`src/dcore_pkg.sv`:
```
package dcore_pkg;

    // datapath sizes
    parameter int n_ti   = 4;
    parameter int n_adc  = 8;
    // two extra bits keep magnitude minus offset in range
    parameter int n_code = n_adc + 2;
    parameter int n_prbs = 7;
    parameter int n_cnt  = 32;

    // one ADC slice, sign high means positive
    typedef struct packed {
        logic             sign;
        logic [n_adc-1:0] mag;
    } adc_sample_t;

    // slice 0 sits in the lowest position
    typedef adc_sample_t [n_ti-1:0] adc_bus_t;

    typedef logic signed [n_code-1:0] code_t;
    typedef code_t [n_ti-1:0] code_word_t;

    // bit 0 is the earliest in time
    typedef logic [n_ti-1:0] bit_word_t;

    typedef enum logic {
        SEL_ADC  = 1'b0,
        SEL_BIST = 1'b1
    } bit_sel_e;

    typedef enum logic [1:0] {
        CHK_CLEAR = 2'd0,
        CHK_ALIGN = 2'd1,
        CHK_RUN   = 2'd2
    } chk_mode_e;

    // static settings, held between tests
    typedef struct packed {
        logic signed [n_adc-1:0]  pfd_offset;
        logic signed [n_code-1:0] adc_thresh;
        bit_sel_e                 bit_sel;
        logic                     prbs_gen_cke;
        logic                     prbs_cke;
        chk_mode_e                checker_mode;
    } dcore_cfg_t;

endpackage

```
`src/adc_unfolding.sv`:
```
`timescale 1ns/100ps

module adc_unfolding (
    input  logic                               clk_adc,
    input  logic                               rst_n_i,
    input  dcore_pkg::adc_bus_t                adc_bus_i,
    input  logic signed [dcore_pkg::n_adc-1:0] pfd_offset_i,
    output dcore_pkg::code_word_t              codes_o
);
    import dcore_pkg::*;

    code_word_t               codes_d;
    code_word_t               codes_q;
    logic signed [n_code-1:0] offset_ext;

    // sign extension to code width, shared by all slices
    assign offset_ext = pfd_offset_i;

    for (genvar k = 0; k < n_ti; k++) begin : g_slice
        logic signed [n_code-1:0] mag_ext;
        logic signed [n_code-1:0] folded;

        // magnitude is unsigned, pad with zeros
        assign mag_ext = $signed({{(n_code-n_adc){1'b0}}, adc_bus_i[k].mag});

        // restore polarity from the comparator sign
        assign folded = adc_bus_i[k].sign ? mag_ext : -mag_ext;

        assign codes_d[k] = folded - offset_ext;
    end

    always_ff @(posedge clk_adc or negedge rst_n_i) begin
        if (!rst_n_i) begin
            codes_q <= '0;
        end else begin
            codes_q <= codes_d;
        end
    end

    assign codes_o = codes_q;

endmodule

```
`src/digital_core.sv`:
```
`timescale 1ns/100ps

module digital_core #(
    parameter int mem_depth = 16
) (
    input  logic                         clk_adc,
    input  logic                         rst_n_i,
    input  dcore_pkg::adc_bus_t          adc_bus_i,
    input  dcore_pkg::dcore_cfg_t        cfg_i,
    input  logic                         dump_start_i,
    input  logic                         inj_err_i,
    input  logic [$clog2(mem_depth)-1:0] rd_addr_i,
    output dcore_pkg::code_word_t        rd_data_o,
    output logic                         capture_done_o,
    output logic [dcore_pkg::n_cnt-1:0]  err_count_o,
    output logic [dcore_pkg::n_cnt-1:0]  total_count_o
);
    import dcore_pkg::*;

    code_word_t codes;
    bit_word_t  bist_bits;
    bit_word_t  rx_bits;

    // unfolding front end
    adc_unfolding u_unfold (
        .clk_adc      (clk_adc),
        .rst_n_i      (rst_n_i),
        .adc_bus_i    (adc_bus_i),
        .pfd_offset_i (cfg_i.pfd_offset),
        .codes_o      (codes)
    );

    // BIST source
    prbs_generator u_prbs_gen (
        .clk_adc   (clk_adc),
        .rst_n_i   (rst_n_i),
        .cke_i     (cfg_i.prbs_gen_cke),
        .inj_err_i (inj_err_i),
        .bits_o    (bist_bits)
    );

    // decisions and source mux toward the checker
    rx_bit_select u_bit_sel (
        .clk_adc     (clk_adc),
        .rst_n_i     (rst_n_i),
        .codes_i     (codes),
        .thresh_i    (cfg_i.adc_thresh),
        .bist_bits_i (bist_bits),
        .bit_sel_i   (cfg_i.bit_sel),
        .bits_o      (rx_bits)
    );

    oneshot_memory #(
        .mem_depth (mem_depth)
    ) u_capture (
        .clk_adc   (clk_adc),
        .rst_n_i   (rst_n_i),
        .codes_i   (codes),
        .start_i   (dump_start_i),
        .rd_addr_i (rd_addr_i),
        .rd_data_o (rd_data_o),
        .done_o    (capture_done_o)
    );

    prbs_checker u_prbs_chk (
        .clk_adc       (clk_adc),
        .rst_n_i       (rst_n_i),
        .cke_i         (cfg_i.prbs_cke),
        .mode_i        (cfg_i.checker_mode),
        .bits_i        (rx_bits),
        .err_count_o   (err_count_o),
        .total_count_o (total_count_o)
    );

endmodule

```
`src/oneshot_memory.sv`:
```
`timescale 1ns/100ps

module oneshot_memory #(
    parameter int mem_depth = 16
) (
    input  logic                         clk_adc,
    input  logic                         rst_n_i,
    input  dcore_pkg::code_word_t        codes_i,
    input  logic                         start_i,
    input  logic [$clog2(mem_depth)-1:0] rd_addr_i,
    output dcore_pkg::code_word_t        rd_data_o,
    output logic                         done_o
);
    import dcore_pkg::*;

    localparam int addr_w = $clog2(mem_depth);

    typedef enum logic [1:0] {
        IDLE    = 2'd0,
        CAPTURE = 2'd1,
        DONE    = 2'd2
    } mem_state_e;

    mem_state_e        state_q;
    logic [addr_w-1:0] wr_addr_q;
    logic              last_word;
    code_word_t        mem_q [mem_depth];
    code_word_t        rd_data_q;

    assign last_word = (wr_addr_q == addr_w'(mem_depth - 1));

    // burst control, a start while capturing is dropped
    always_ff @(posedge clk_adc or negedge rst_n_i) begin
        if (!rst_n_i) begin
            state_q   <= IDLE;
            wr_addr_q <= '0;
        end else begin
            case (state_q)
                IDLE, DONE: begin
                    if (start_i) begin
                        state_q   <= CAPTURE;
                        wr_addr_q <= '0;
                    end
                end
                CAPTURE: begin
                    if (last_word) begin
                        state_q <= DONE;
                    end
                    wr_addr_q <= wr_addr_q + 1'b1;
                end
                default: state_q <= IDLE;
            endcase
        end
    end

    // storage write
    always_ff @(posedge clk_adc) begin
        if (state_q == CAPTURE) begin
            mem_q[wr_addr_q] <= codes_i;
        end
    end

    // registered read port
    always_ff @(posedge clk_adc) begin
        rd_data_q <= mem_q[rd_addr_i];
    end

    assign rd_data_o = rd_data_q;
    assign done_o    = (state_q == DONE);

endmodule

```
`src/prbs_checker.sv`:
```
`timescale 1ns/100ps

module prbs_checker (
    input  logic                       clk_adc,
    input  logic                       rst_n_i,
    input  logic                       cke_i,
    input  dcore_pkg::chk_mode_e       mode_i,
    input  dcore_pkg::bit_word_t       bits_i,
    output logic [dcore_pkg::n_cnt-1:0] err_count_o,
    output logic [dcore_pkg::n_cnt-1:0] total_count_o
);
    import dcore_pkg::*;

    localparam int num_w = $clog2(n_ti + 1);

    // received history in time order, index 0 is the oldest
    logic [n_prbs-1:0]      hist_q;
    logic [n_prbs+n_ti-1:0] ext;
    bit_word_t              pred;
    bit_word_t              err_flags;
    logic [num_w-1:0]       err_num;
    logic [n_cnt-1:0]       err_q;
    logic [n_cnt-1:0]       total_q;

    assign ext = {bits_i, hist_q};

    // predict from what was received, not from a local generator,
    // so the checker locks on to any phase of the sequence
    for (genvar i = 0; i < n_ti; i++) begin : g_pred
        assign pred[i] = ext[n_prbs+i-6] ^ ext[n_prbs+i-7];
    end

    assign err_flags = pred ^ bits_i;

    // number of mismatches in this word
    always_comb begin
        err_num = '0;
        for (int i = 0; i < n_ti; i++) begin
            err_num = err_num + {{(num_w-1){1'b0}}, err_flags[i]};
        end
    end

    // history follows the stream in align and run modes
    always_ff @(posedge clk_adc or negedge rst_n_i) begin
        if (!rst_n_i) begin
            hist_q <= '0;
        end else if (cke_i && (mode_i == CHK_ALIGN || mode_i == CHK_RUN)) begin
            hist_q <= ext[n_ti +: n_prbs];
        end
    end

    always_ff @(posedge clk_adc or negedge rst_n_i) begin
        if (!rst_n_i) begin
            err_q   <= '0;
            total_q <= '0;
        end else if (mode_i == CHK_CLEAR) begin
            err_q   <= '0;
            total_q <= '0;
        end else if (cke_i && mode_i == CHK_RUN) begin
            err_q   <= err_q + n_cnt'(err_num);
            total_q <= total_q + n_cnt'(n_ti);
        end
    end

    assign err_count_o   = err_q;
    assign total_count_o = total_q;

endmodule

```
`src/prbs_generator.sv`:
```
`timescale 1ns/100ps

module prbs_generator (
    input  logic                 clk_adc,
    input  logic                 rst_n_i,
    input  logic                 cke_i,
    input  logic                 inj_err_i,
    output dcore_pkg::bit_word_t bits_o
);
    import dcore_pkg::*;

    // history in time order, index 0 is the oldest bit
    logic [n_prbs-1:0]      state_q;
    logic [n_prbs+n_ti-1:0] seq;
    bit_word_t              word;

    // extend the history by one word of PRBS7 bits
    always_comb begin
        seq = '0;
        seq[n_prbs-1:0] = state_q;
        for (int i = 0; i < n_ti; i++) begin
            // x^7 + x^6 + 1: taps six and seven bits back
            seq[n_prbs+i] = seq[n_prbs+i-6] ^ seq[n_prbs+i-7];
        end
    end

    assign word = seq[n_prbs +: n_ti];

    always_ff @(posedge clk_adc or negedge rst_n_i) begin
        if (!rst_n_i) begin
            // all-ones seed
            state_q <= '1;
        end else if (cke_i) begin
            state_q <= seq[n_ti +: n_prbs];
        end
    end

    // error injection flips only the output, the state runs on
    assign bits_o = word ^ {{(n_ti-1){1'b0}}, inj_err_i};

endmodule

```
`src/rx_bit_select.sv`:
```
`timescale 1ns/100ps

module rx_bit_select (
    input  logic                                clk_adc,
    input  logic                                rst_n_i,
    input  dcore_pkg::code_word_t               codes_i,
    input  logic signed [dcore_pkg::n_code-1:0] thresh_i,
    input  dcore_pkg::bit_word_t                bist_bits_i,
    input  dcore_pkg::bit_sel_e                 bit_sel_i,
    output dcore_pkg::bit_word_t                bits_o
);
    import dcore_pkg::*;

    bit_word_t sliced;
    bit_word_t bits_d;
    bit_word_t bits_q;

    // one decision per slice, signed compare
    for (genvar k = 0; k < n_ti; k++) begin : g_slice
        assign sliced[k] = ($signed(codes_i[k]) > thresh_i);
    end

    always_comb begin
        case (bit_sel_i)
            SEL_BIST: bits_d = bist_bits_i;
            default:  bits_d = sliced;
        endcase
    end

    always_ff @(posedge clk_adc or negedge rst_n_i) begin
        if (!rst_n_i) begin
            bits_q <= '0;
        end else begin
            bits_q <= bits_d;
        end
    end

    assign bits_o = bits_q;

endmodule

```
`config.mk`:
```
export PLATFORM = sky130hd
export DESIGN_NAME = digital_core
export DESIGN_NICKNAME = d
export VERILOG_FILES = /design/src/dcore_pkg.sv /design/src/adc_unfolding.sv /design/src/digital_core.sv /design/src/oneshot_memory.sv /design/src/prbs_checker.sv /design/src/prbs_generator.sv /design/src/rx_bit_select.sv
export SDC_FILE = /design/constraint.sdc
export NUM_CORES = 1
export LEC_CHECK = 0
export BUFFER_PORTS_ARGS = -buffer_cell sky130_fd_sc_hd__buf_2
export CORE_UTILIZATION = 45
export DETAILED_ROUTE_END_ITERATION = 10
export SLEW_MARGIN = 40
export SYNTH_ARGS = -nofsm -noshare
export SYNTH_HDL_FRONTEND = slang
export SYNTH_SLANG_ARGS = --single-unit
```
`constraint.sdc`:
```
create_clock -name clk_adc -period 3.25 [get_ports clk_adc]
set_clock_uncertainty 0.15 [all_clocks]
set_input_delay 0.65 -clock clk_adc [delete_from_list [all_inputs] [get_ports clk_adc]]
set_output_delay 0.65 -clock clk_adc [all_outputs]
set_load 0.02 [all_outputs]
```
After elaboration in Yosys (flattened, before gate mapping). Memory sizes are Yosys's and may differ from the RTL's. A register that Yosys moved wholly into a read port is not among the register bits. Index checks and enable logic that the tools add are counted.

$mul: 0. $lt $le $gt $ge: 4. Bitwise gates (word level): 10. $add $sub $neg: 14. Multiplexer cells: 16. Shift-type cells: 0. Equal/unequal tests: 7. Reductions and logical operators: 10. Div/mod/pow operators: 0.

Operator list (number): 2-to-1 mux 32 bit (4); > comparator 10 bit (4); 2-to-1 mux 10 bit (4); negation 8 -> 10 bit (4); subtractor 10 x 8 -> 10 bit (4); adder 32 x 3 -> 32 bit (1); adder 32 x 3 -> 32 bit, second input constant (1); 2-to-1 mux 4 bit (2); case mux 4 bit (2 select lines) (1); XOR 1 bit (8); adder 3 x 1 -> 3 bit (2); adder 4 x 1 -> 4 bit, second input constant (1); == test 2 x 1 -> 1 bit, second input constant (2); == test 2 bit, second input constant (2); == test 4 bit, second input constant (1); logical NOT 2 bit (2); 2-to-1 mux 2 bit (2); case mux 2 bit (2 select lines) (1); AND reduction 2 bit (2); nonzero test 2 bit (2); XOR 4 x 1 -> 4 bit (1); XOR 4 bit (1); adder 1 x 1 -> 2 bit (1); logical AND 1 bit (2); 5 further kinds (6).

Bits in writable memories: 640. Memories kept: 1. Memory bits (read-only): 0. Bits in registers: 128. Latch bits: 0. Output and inout port bits: 105.

Memory list: u_capture.mem_q (depth 16, width 40, read ports 1, clocked after Yosys merged registers in 1, write ports 1, line oneshot_memory.sv:27) `code_word_t mem_q [mem_depth];`.

Longest topological paths before layout. Gate-level depths: netlist (run 1).

Depth in word-level cells: 8. Mapped depth: 14. Gate-level depth less buffers: 13.

Modules after synthesis. A second synthesis (run 1) with hierarchy kept.

Cells, all modules: 1972. Area total of the unflattened synthesis: 33943.8 sq um.

By module, submodules not included: oneshot_memory (cells each 1073, instances 1, area each 25509.5 sq um); prbs_checker (cells each 396, instances 1, area each 3806.2 sq um); adc_unfolding (cells each 351, instances 1, area each 3216.8 sq um); rx_bit_select (cells each 128, instances 1, area each 1079.8 sq um); prbs_generator (cells each 24, instances 1, area each 331.6 sq um).

Least setup slack after synthesis (run 1). OpenSTA, ideal clock, no wires.

Kind: flip-flop to flip-flop. From: register u_prbs_chk.hist_q[1]. To: register u_prbs_chk.err_q[11] (netlist: u_prbs_chk.err_count_o[11]). Path buffers: 1. Data required time: 2.968 ns. Arrival time: 2.857 ns. Slack: 0.111 ns. Stages on the path, launching flop included: 15. Cells stage by stage: dfrtp_1 xnor2_1 xnor2_1 ha_1 inv_1 fa_1 inv_1 ha_1 ha_1 a21o_1 a21oi_1 clkbuf_1 nor4b_1 xnor2_1 nor2_1.

Cells in the longest elaborated chain, start to end: 8.

Ends and longest elaborated chain: start, declared (line prbs_checker.sv:17) `logic [n_prbs-1:0] hist_q;`; start signal, assigned (line prbs_checker.sv:48) `hist_q <= ext[n_ti +: n_prbs];`; XOR 1 bit (line prbs_checker.sv:30) `assign pred[i] = ext[n_prbs+i-6] ^ ext[n_prbs+i-7];`; XOR 4 bit * (line prbs_checker.sv:33) `assign err_flags = pred ^ bits_i;`; adder 1 x 1 -> 2 bit * (line prbs_checker.sv:39) `err_num = err_num + {{(num_w-1){1'b0}}, err_flags[i]};`; adder 3 x 1 -> 3 bit * (2 in a row) (line prbs_checker.sv:39); adder 32 x 3 -> 32 bit * (line prbs_checker.sv:60) `err_q <= err_q + n_cnt'(err_num);`; 2-to-1 mux 32 bit * (line prbs_checker.sv:59) `end else if (cke_i && mode_i == CHK_RUN) begin`; 2-to-1 mux 32 bit * (line prbs_checker.sv:56) `end else if (mode_i == CHK_CLEAR) begin`; end signal, assigned (line prbs_checker.sv:60); end, declared (line prbs_checker.sv:22) `logic [n_cnt-1:0] err_q;`.

Mark *: on every way between the ends. The rest lies on a longest branch, timed or not. The select of a mux whose other input is x is not followed. A chain may end at the register's enable or synchronous reset.

Worst setup path in the final report (run 1).
From: register u_bit_sel.bits_q[1] (netlist: u_bit_sel.bits_o[1]). To: register u_prbs_chk.err_q[8] (netlist: u_prbs_chk.err_count_o[8]).

Cells in the longest elaborated chain, start to end: 7.

Ends and longest elaborated chain: start, declared (line rx_bit_select.sv:16) `bit_word_t bits_q;`; start signal, assigned (line rx_bit_select.sv:34) `bits_q <= bits_d;`; XOR 4 bit (line prbs_checker.sv:33); adder 1 x 1 -> 2 bit (line prbs_checker.sv:39); adder 3 x 1 -> 3 bit (2 in a row) (line prbs_checker.sv:39); adder 32 x 3 -> 32 bit (line prbs_checker.sv:60); 2-to-1 mux 32 bit (line prbs_checker.sv:59); 2-to-1 mux 32 bit (line prbs_checker.sv:56).

No other way between the ends. The select of a mux whose other input is x is not followed.

==> results of run 1 <==
repair_timing:
action,in CTS,in global routing
resized for setup,6,19
endpoints found under the setup margin,14,22
pin swaps,0,17
hold buffers,1,0
endpoints found under the hold margin,44,0
buffers inserted,0,3
state kept, by name (all words and copies together), names as in the netlist:
name / flops
u_prbs_chk.hist_q: 7
u_capture.rd_data_o: 40
u_prbs_chk.total_count_o: 30
u_bit_sel.bits_o: 4
u_capture.wr_addr_q: 4
u_prbs_gen.state_q: 7
u_capture.state_q: 2
u_capture.mem_q: 640
u_unfold.codes_o: 40
u_prbs_chk.err_count_o: 32
worst reg2reg max path: cells and delay by family (launching register included):
kind                       cells  cell delay [ns]
xor gates and xnor gates       3             0.43
DFF                            1             0.41
buffers and inverters          2             0.09
AOI/OAI and AO/OA              1             0.29
adders and majority gates      4             1.36
and+or+nand+nor                3             0.30
worst min path at each step:
| stage | startpoint | to | depth (start not counted) |
|---|---|---|---|
| floorplan | rst_n_i | u_bit_sel.bits_o[0] | 0 |
| global placement | u_prbs_chk.hist_q[6] | u_prbs_chk.hist_q[2] | 1 |
| detailed placement | u_prbs_chk.hist_q[5] | u_prbs_chk.hist_q[5] | 1 |
| CTS | dump_start_i | u_capture.wr_addr_q[1] | 2 |
| global route | dump_start_i | u_capture.wr_addr_q[1] | 2 |
| finish | dump_start_i | u_capture.wr_addr_q[1] | 2 |
cell type report:
class	instances	area share, %
Clock buffer	122	6.05
Inverter	51	0.491
Clock inverter	38	0.972
Antenna cell	9	0.0577
Tap cell	959	3.08
Sequential cell	806	59.4
Timing Repair Buffer	241	4.73
Multi-Input combinational cell	917	25.2
placed cells by master (no fill, tap or decap), types with 9 or more instances in the layout:
cell type,Yosys,layout
edfxtp_1,640,640
mux4_2,200,200
buf_2,18,165
dfrtp_1,119,119
nor2_1,112,112
ha_1,92,88
clkbuf_16,0,87
xor2_1,67,67
nand2_1,57,57
xnor2_1,58,56
inv_1,51,48
a21oi_1,44,41
dfxtp_1,40,40
buf_4,2,37
buf_12,0,34
nor3_1,35,33
clkbuf_1,37,30
nand3_1,29,28
nand4_1,26,26
mux2_2,21,21
o21ai_0,17,17
and2_2,0,16
a21o_1,13,13
nor2b_1,12,12
clkinv_1,0,12
a211oi_1,11,11
and3_1,11,11
clkinv_2,0,10
diode_2,0,9
stage by stage:
step / power [mW] / std cells / hold slack [ns] / TNS [ns] / utilization (%)
after floorplan: 17.3 / 1838 / 0.204 / 0 / -
after global placement: 19.6 / 2970 / 0.360 / -0.527 / 49.4
after detailed placement: 19.8 / 2970 / 0.353 / -0.793 / 49.4
after CTS: 29.4 / 3131 / 0.0923 / 0 / 53.2
after global routing: 30.7 / 3135 / 0.114 / -0.0761 / 53.3
final: 29.5 / 3143 / 0.118 / 0 / 53.4
metal layers:
layer | global-route usage, % | vias to the layer above
li1 | - | 7814
met1 | 29.4 | 9491
met2 | 37.6 | 523
met3 | 4.14 | 101
met4 | 6.07 | 10
met5 | 0 | -
power by group:
group          switching [mW]  internal (mW)
registers                1.07           13.6
clock network            4.04           5.50
logic                    3.08           2.24
total                    8.19           21.3
cell families (layout without fill, tap and decap cells):
family	Yosys count	count (layout)	synth area share [%]
adder cells (fa/ha/maj)	98	98	3.82
AO/OA/AOI/OAI	124	124	2.37
multiplexers	222	222	14.3
XOR/XNOR	125	125	3.29
other	1	11	0.0113
AND/OR/NAND/NOR	346	346	5.27
buffers and inverters	115	452	1.39
flip-flops	806	806	69.6
==> impl_metrics.json, run 1 <==
{
  "endpoint_kind": "flip-flop",
  "die_h_um": 274,
  "fin_nets": 2268,
  "m1WireLength_mm": 34.4,
  "firstDrtPassIters": 7,
  "fin_area_mm2": 0.0390,
  "syn_inst": 1837,
  "synth_top_cell_by_area": "edfxtp_1",
  "critical_path.max_stage_delay_ns": 0.53,
  "path_clk_slew_ns": 0.06,
  "drtIter0Drc": 1333,
  "yosysMostFrequentCell": "edfxtp_1",
  "crit_chain": "xnor2_2 > xnor2_1 > ha_1 > inv_2 > fa_2 > inv_2 > ha_4 > fa_2 > a21oi_4 > nor2_1 > nand4_1 > xor2_1 > nor2_1",
  "path_buf_inv": 2,
  "min_period_ns": 3.15,
  "cts_sinks": 806,
  "yosys-top-cells-area": "edfxtp_1 58%, mux4_2 14%, dfrtp_1 8.9%",
  "ant_nets": 0,
  "cp.depth": 13,
  "hold_viol": 0,
  "drcViolationCount": 28,
  "synth_cell_types": 57,
  "p_leak_nw": 14.1,
  "cts_max_level": 3,
  "p_per_area_mw_per_mm2": 756,
  "rrSetupSlack_ns": 0.1,
  "ir_drop_mv": 0.433,
  "cts_buffers": 86,
  "synth_edf_count": 640,
  "violations": "design-rule violations",
  "dr_wl_met2_mm": 41.3,
  "drv_cap": 0,
  "synth_area_mm2": 0.0333,
  "cp_data_arrival_time_ns": 3.51,
  "yosys_warnings": 0,
  "cts-root-buf": "clkbuf_16",
  "status": "complete, but fails checks",
  "numPortBuffers": 169,
  "num_rows": 99,
  "core_mm2": 0.0731,
  "worst_slack_ns": 0.0978,
  "worst_path_max_delay_cell": "fa_2",
  "multiInputGateArea_mm2": 0.00983,
  "drive_above_1_share_pct": 29.0,
  "slew_headroom_pct": 51.3,
  "grt_pass1_wl_mm": 121,
  "place_area_mm2": 0.0361,
  "synth-main-ff-cell": "edfxtp_1",
  "dr_wl_met3_mm": 4.72,
  "grt_pass1_vias": 18496,
  "yosysTopAreaCellShare_pct": 57.7,
  "r2r_cells": 13,
  "crit_required_ns": 3.61,
  "setup_viol": 0,
  "timing.rr.end": "u_prbs_chk.err_count_o[8]",
  "setup.worst_path.start": "u_bit_sel.bits_o[1]",
  "gp_congestion": 0.858,
  "cpLargestDelayFamily": "adder cells",
  "cts_tree": "built",
  "worst_slew_pin_slew_ns": 0.731,
  "fmax_ghz": 0.317,
  "grt-ovfl-total": 0,
  "area_growth_pct": 17.1,
  "viasPerCell": 5.71,
  "hold_class": "primary input to flip-flop",
  "postSynth.asyncResetShare_pct": 15.6,
  "start_util_pct": 45.6,
  "yosysSeqAreaShare_pct": 69.6,
  "highest_layer": "met5",
  "wl_per_cell_um": 26.1,
  "grt_use_total_pct": 22.2,
  "hpwl_mm": 49.9,
  "clockBufferDepth": 3,
  "maxSlewViolCount": 0,
  "io_pins": 172,
  "vias": 17939,
  "dieArea_mm2": 0.0751,
  "final.fill_count": 5802,
  "grt_max_degree": 67,
  "rsz0062_at_grt": "yes",
  "grt_antenna_before_repair": 11,
  "pre_cts_ws_ns": -0.168,
  "period_share_pct": 97.0,
  "cp_max_fo": 4,
  "rr_startpoint": "u_bit_sel.bits_o[1]",
  "regArea_mm2": 0.0232,
  "synth_area_per_cell_um2": 18.1,
  "ys_top_cells_by_count": "640 x edfxtp_1, 200 x mux4_2, 119 x dfrtp_1, 112 x nor2_1, 92 x ha_1",
  "synth_seq_cells": 806,
  "clock_latency_ns": 0.64,
  "cp-endpoint": "u_prbs_chk.err_count_o[8]",
  "crit_type": "flip-flop to flip-flop",
  "die_w_um": 274,
  "routed_wl_mm": 82.1,
  "critPathLaunchType": "flip-flop"
}
Note: power is estimated with default switching activity, not from simulation.
==> inputs of run 2 (changes only) <==
Settings changed: CORE_ASPECT_RATIO set to 2, CORE_UTILIZATION 45 to 50, PLACE_DENSITY set to 0.78.
==> run 2 against run 1 <==
Net effect: the run now ends clean; die area fell by 9.8%; global-route usage grew 2.4 points; total power down 4.3%; core utilization is 4.7 points higher; sequential share of layout area is 1.3 points higher; clock power down 11%; count of clock-buffer cells in the layout decreased by 39; routed wire length fell by 1.1%; final area is 2.1% lower; via count increased by 3.4%; worst hold slack improved by 0.022 ns; critical path depth stayed put; largest power group unchanged.
==> impl_metrics.json, run 2 (synthesized netlist as in run 1, its figures left out) <==
{
  "grt_antenna_before_repair": 2,
  "grt_pass1_wl_mm": 121,
  "cts_buffers": 69,
  "p_leak_nw": 13.7,
  "setup_viol": 0,
  "firstDrtPassIters": 7,
  "rsz0062_at_grt": "yes",
  "final_cell_mix": "640 x edfxtp_1, 200 x mux4_2, 165 x buf_2",
  "final_common_cell": "edfxtp_1",
  "hold_viol": 0,
  "cts-root-buf": "clkbuf_16",
  "viasPerCell": 6.17,
  "cts_tree": "built",
  "grt_pass1_vias": 19561,
  "power.switching_mw": 7.93,
  "area_growth_pct": 14.6,
  "io_pins": 172,
  "vias": 18540,
  "ir_drop_mv": 0.592,
  "min_period_ns": 3.17,
  "p_seq_share_pct": 52.2,
  "final_core_util_pct": 58.1,
  "status": "completed",
  "p_clk_share_pct": 30.0,
  "core_mm2": 0.0657,
  "path_clk_slew_ns": 0.07,
  "clock_latency_ns": 0.63,
  "gp_congestion": 0.883,
  "crit_required_ns": 3.57,
  "numPortBuffers": 169,
  "p_per_area_mw_per_mm2": 740,
  "grt_use_total_pct": 24.6,
  "internal_power_mw": 20.3,
  "hpwl_mm": 48.0,
  "fmax_ghz": 0.315,
  "start_util_pct": 50.7,
  "grt_max_degree": 67,
  "wl_per_cell_um": 27.0,
  "hold_class": "primary input to flip-flop",
  "drtIter0Drc": 1743,
  "cts_max_level": 3,
  "drive_above_1_share_pct": 28.2,
  "cts_sinks": 806,
  "top_register": "u_capture.mem_q",
  "cp_data_arrival_time_ns": 3.49,
  "pwr-share-comb_pct": 17.8,
  "pre_cts_ws_ns": -0.141,
  "r2r_cells": 13,
  "dieArea_mm2": 0.0677,
  "cp_max_fo": 4,
  "maxSlewViolCount": 0,
  "clockBufferDepth": 3,
  "num_rows": 133,
  "crit_type": "flip-flop to flip-flop",
  "critPathLaunchType": "flip-flop",
  "largest_reg_flops": 640,
  "drcViolationCount": 0,
  "sw_frac_of_total_pct": 28.1,
  "die_h_um": 367,
  "endpoint_kind": "flip-flop",
  "fin_nets": 2237,
  "hold-path-cell-count": 2,
  "slew_headroom_pct": 53.8,
  "drv_cap": 0,
  "antennaDiodeCount": 0,
  "routed_wl_mm": 81.2,
  "worst_slack_ns": 0.0782,
  "die_w_um": 185,
  "period_share_pct": 97.6,
  "worst_slew_pin_slew_ns": 0.693,
  "ant_nets": 0,
  "grt-ovfl-total": 0
}
==> run 2: cell count changes in the layout (fill, tap and decap cells not counted), moves of 3 or more <==
| cell | change |
|---|---|
| buf_12 | -11 |
| clkbuf_1 | -23 |
| inv_16 | -3 |
| diode_2 | -9 |
| clkinv_2 | -3 |
| clkbuf_16 | -14 |
| clkinvlp_4 | +4 |
| clkinv_1 | +5 |
==> run 2: routing by layer <==
| layer | track usage [%] | share of wire (%) | vias to the layer above |
|---|---|---|---|
| met4 | 10.4 | 4.1 | 4 |
| met1 | 29.6 | 35 | 9568 |
| li1 | - | - | 7708 |
| met5 | 0 | 0.032 | - |
| met2 | 43.2 | 53 | 1046 |
| met3 | 4.44 | 7.9 | 214 |
==> run 2: worst paths after layout <==
check	slack [ns]	end	startpoint
max	0.08	u_prbs_chk.err_count_o[30]	u_prbs_chk.hist_q[2]
min	0.14	u_capture.wr_addr_q[1]	dump_start_i
max reg2reg	0.08	u_prbs_chk.err_count_o[30]	u_prbs_chk.hist_q[2]
min reg2reg	0.37	u_prbs_chk.hist_q[6]	u_prbs_chk.hist_q[6]
max in group asynchronous	1.75	u_prbs_gen.state_q[0]	rst_n_i
min in group asynchronous	0.41	u_prbs_chk.err_count_o[29]	rst_n_i
==> run 2: worst max-delay path, stage by stage, from the launching register on <==
cell	delay [ns]
dfrtp_1	0.41
xnor2_2	0.15
xnor2_1	0.13
ha_1	0.29
inv_2	0.04
fa_2	0.52
inv_2	0.04
ha_4	0.15
fa_2	0.39
a21oi_4	0.32
nor3_4	0.08
nand4_1	0.14
xnor2_1	0.08
nor2b_1	0.13
==> run 2: final cells by class <==
class	instances	area, um2
Clock inverter	45	412
Tap cell	877	1100
Timing Repair Buffer	227	1600
Fill cell	4756	27500
Clock buffer	83	1890
Sequential cell	806	23200
Inverter	51	191
Multi-Input combinational cell	917	9820
==> run 2: timing repair <==
action	in CTS	in global routing
resized for setup	5	18
hold buffers	1	0
setup endpoints to repair	13	25
buffers inserted	0	1
endpoints found under the hold margin	56	0
pin swaps	1	15
==> run 2: stage by stage <==
| step | setup TNS [ns] | cells | hold WS, ns | instance area [um2] | power, mW |
|---|---|---|---|---|---|
| 2_1_floorplan | 0 | 1838 | 0.204 | 33300 | 17.3 |
| 3_3_place_gp | -0.344 | 2876 | 0.347 | 35700 | 19.3 |
| 3_5_place_dp | -0.838 | 2876 | 0.348 | 35700 | 19.6 |
| 4_1_cts | -0.0120 | 3005 | 0.119 | 38100 | 28.1 |
| 5_1_grt | -0.108 | 3006 | 0.118 | 38200 | 29.3 |
| 6_report | 0 | 3006 | 0.140 | 38200 | 28.2 |
==> run 2: power by group through the flow <==
stage | combinational [mW] | clock [mW] | sequential [mW]
after floorplan | 2.74 | 0 | 14.6
after global placement | 4.55 | 0 | 14.7
after detailed placement | 4.71 | 0 | 14.9
after CTS | 4.80 | 8.61 | 14.7
after global routing | 5.39 | 8.97 | 14.9
final | 5.04 | 8.46 | 14.7
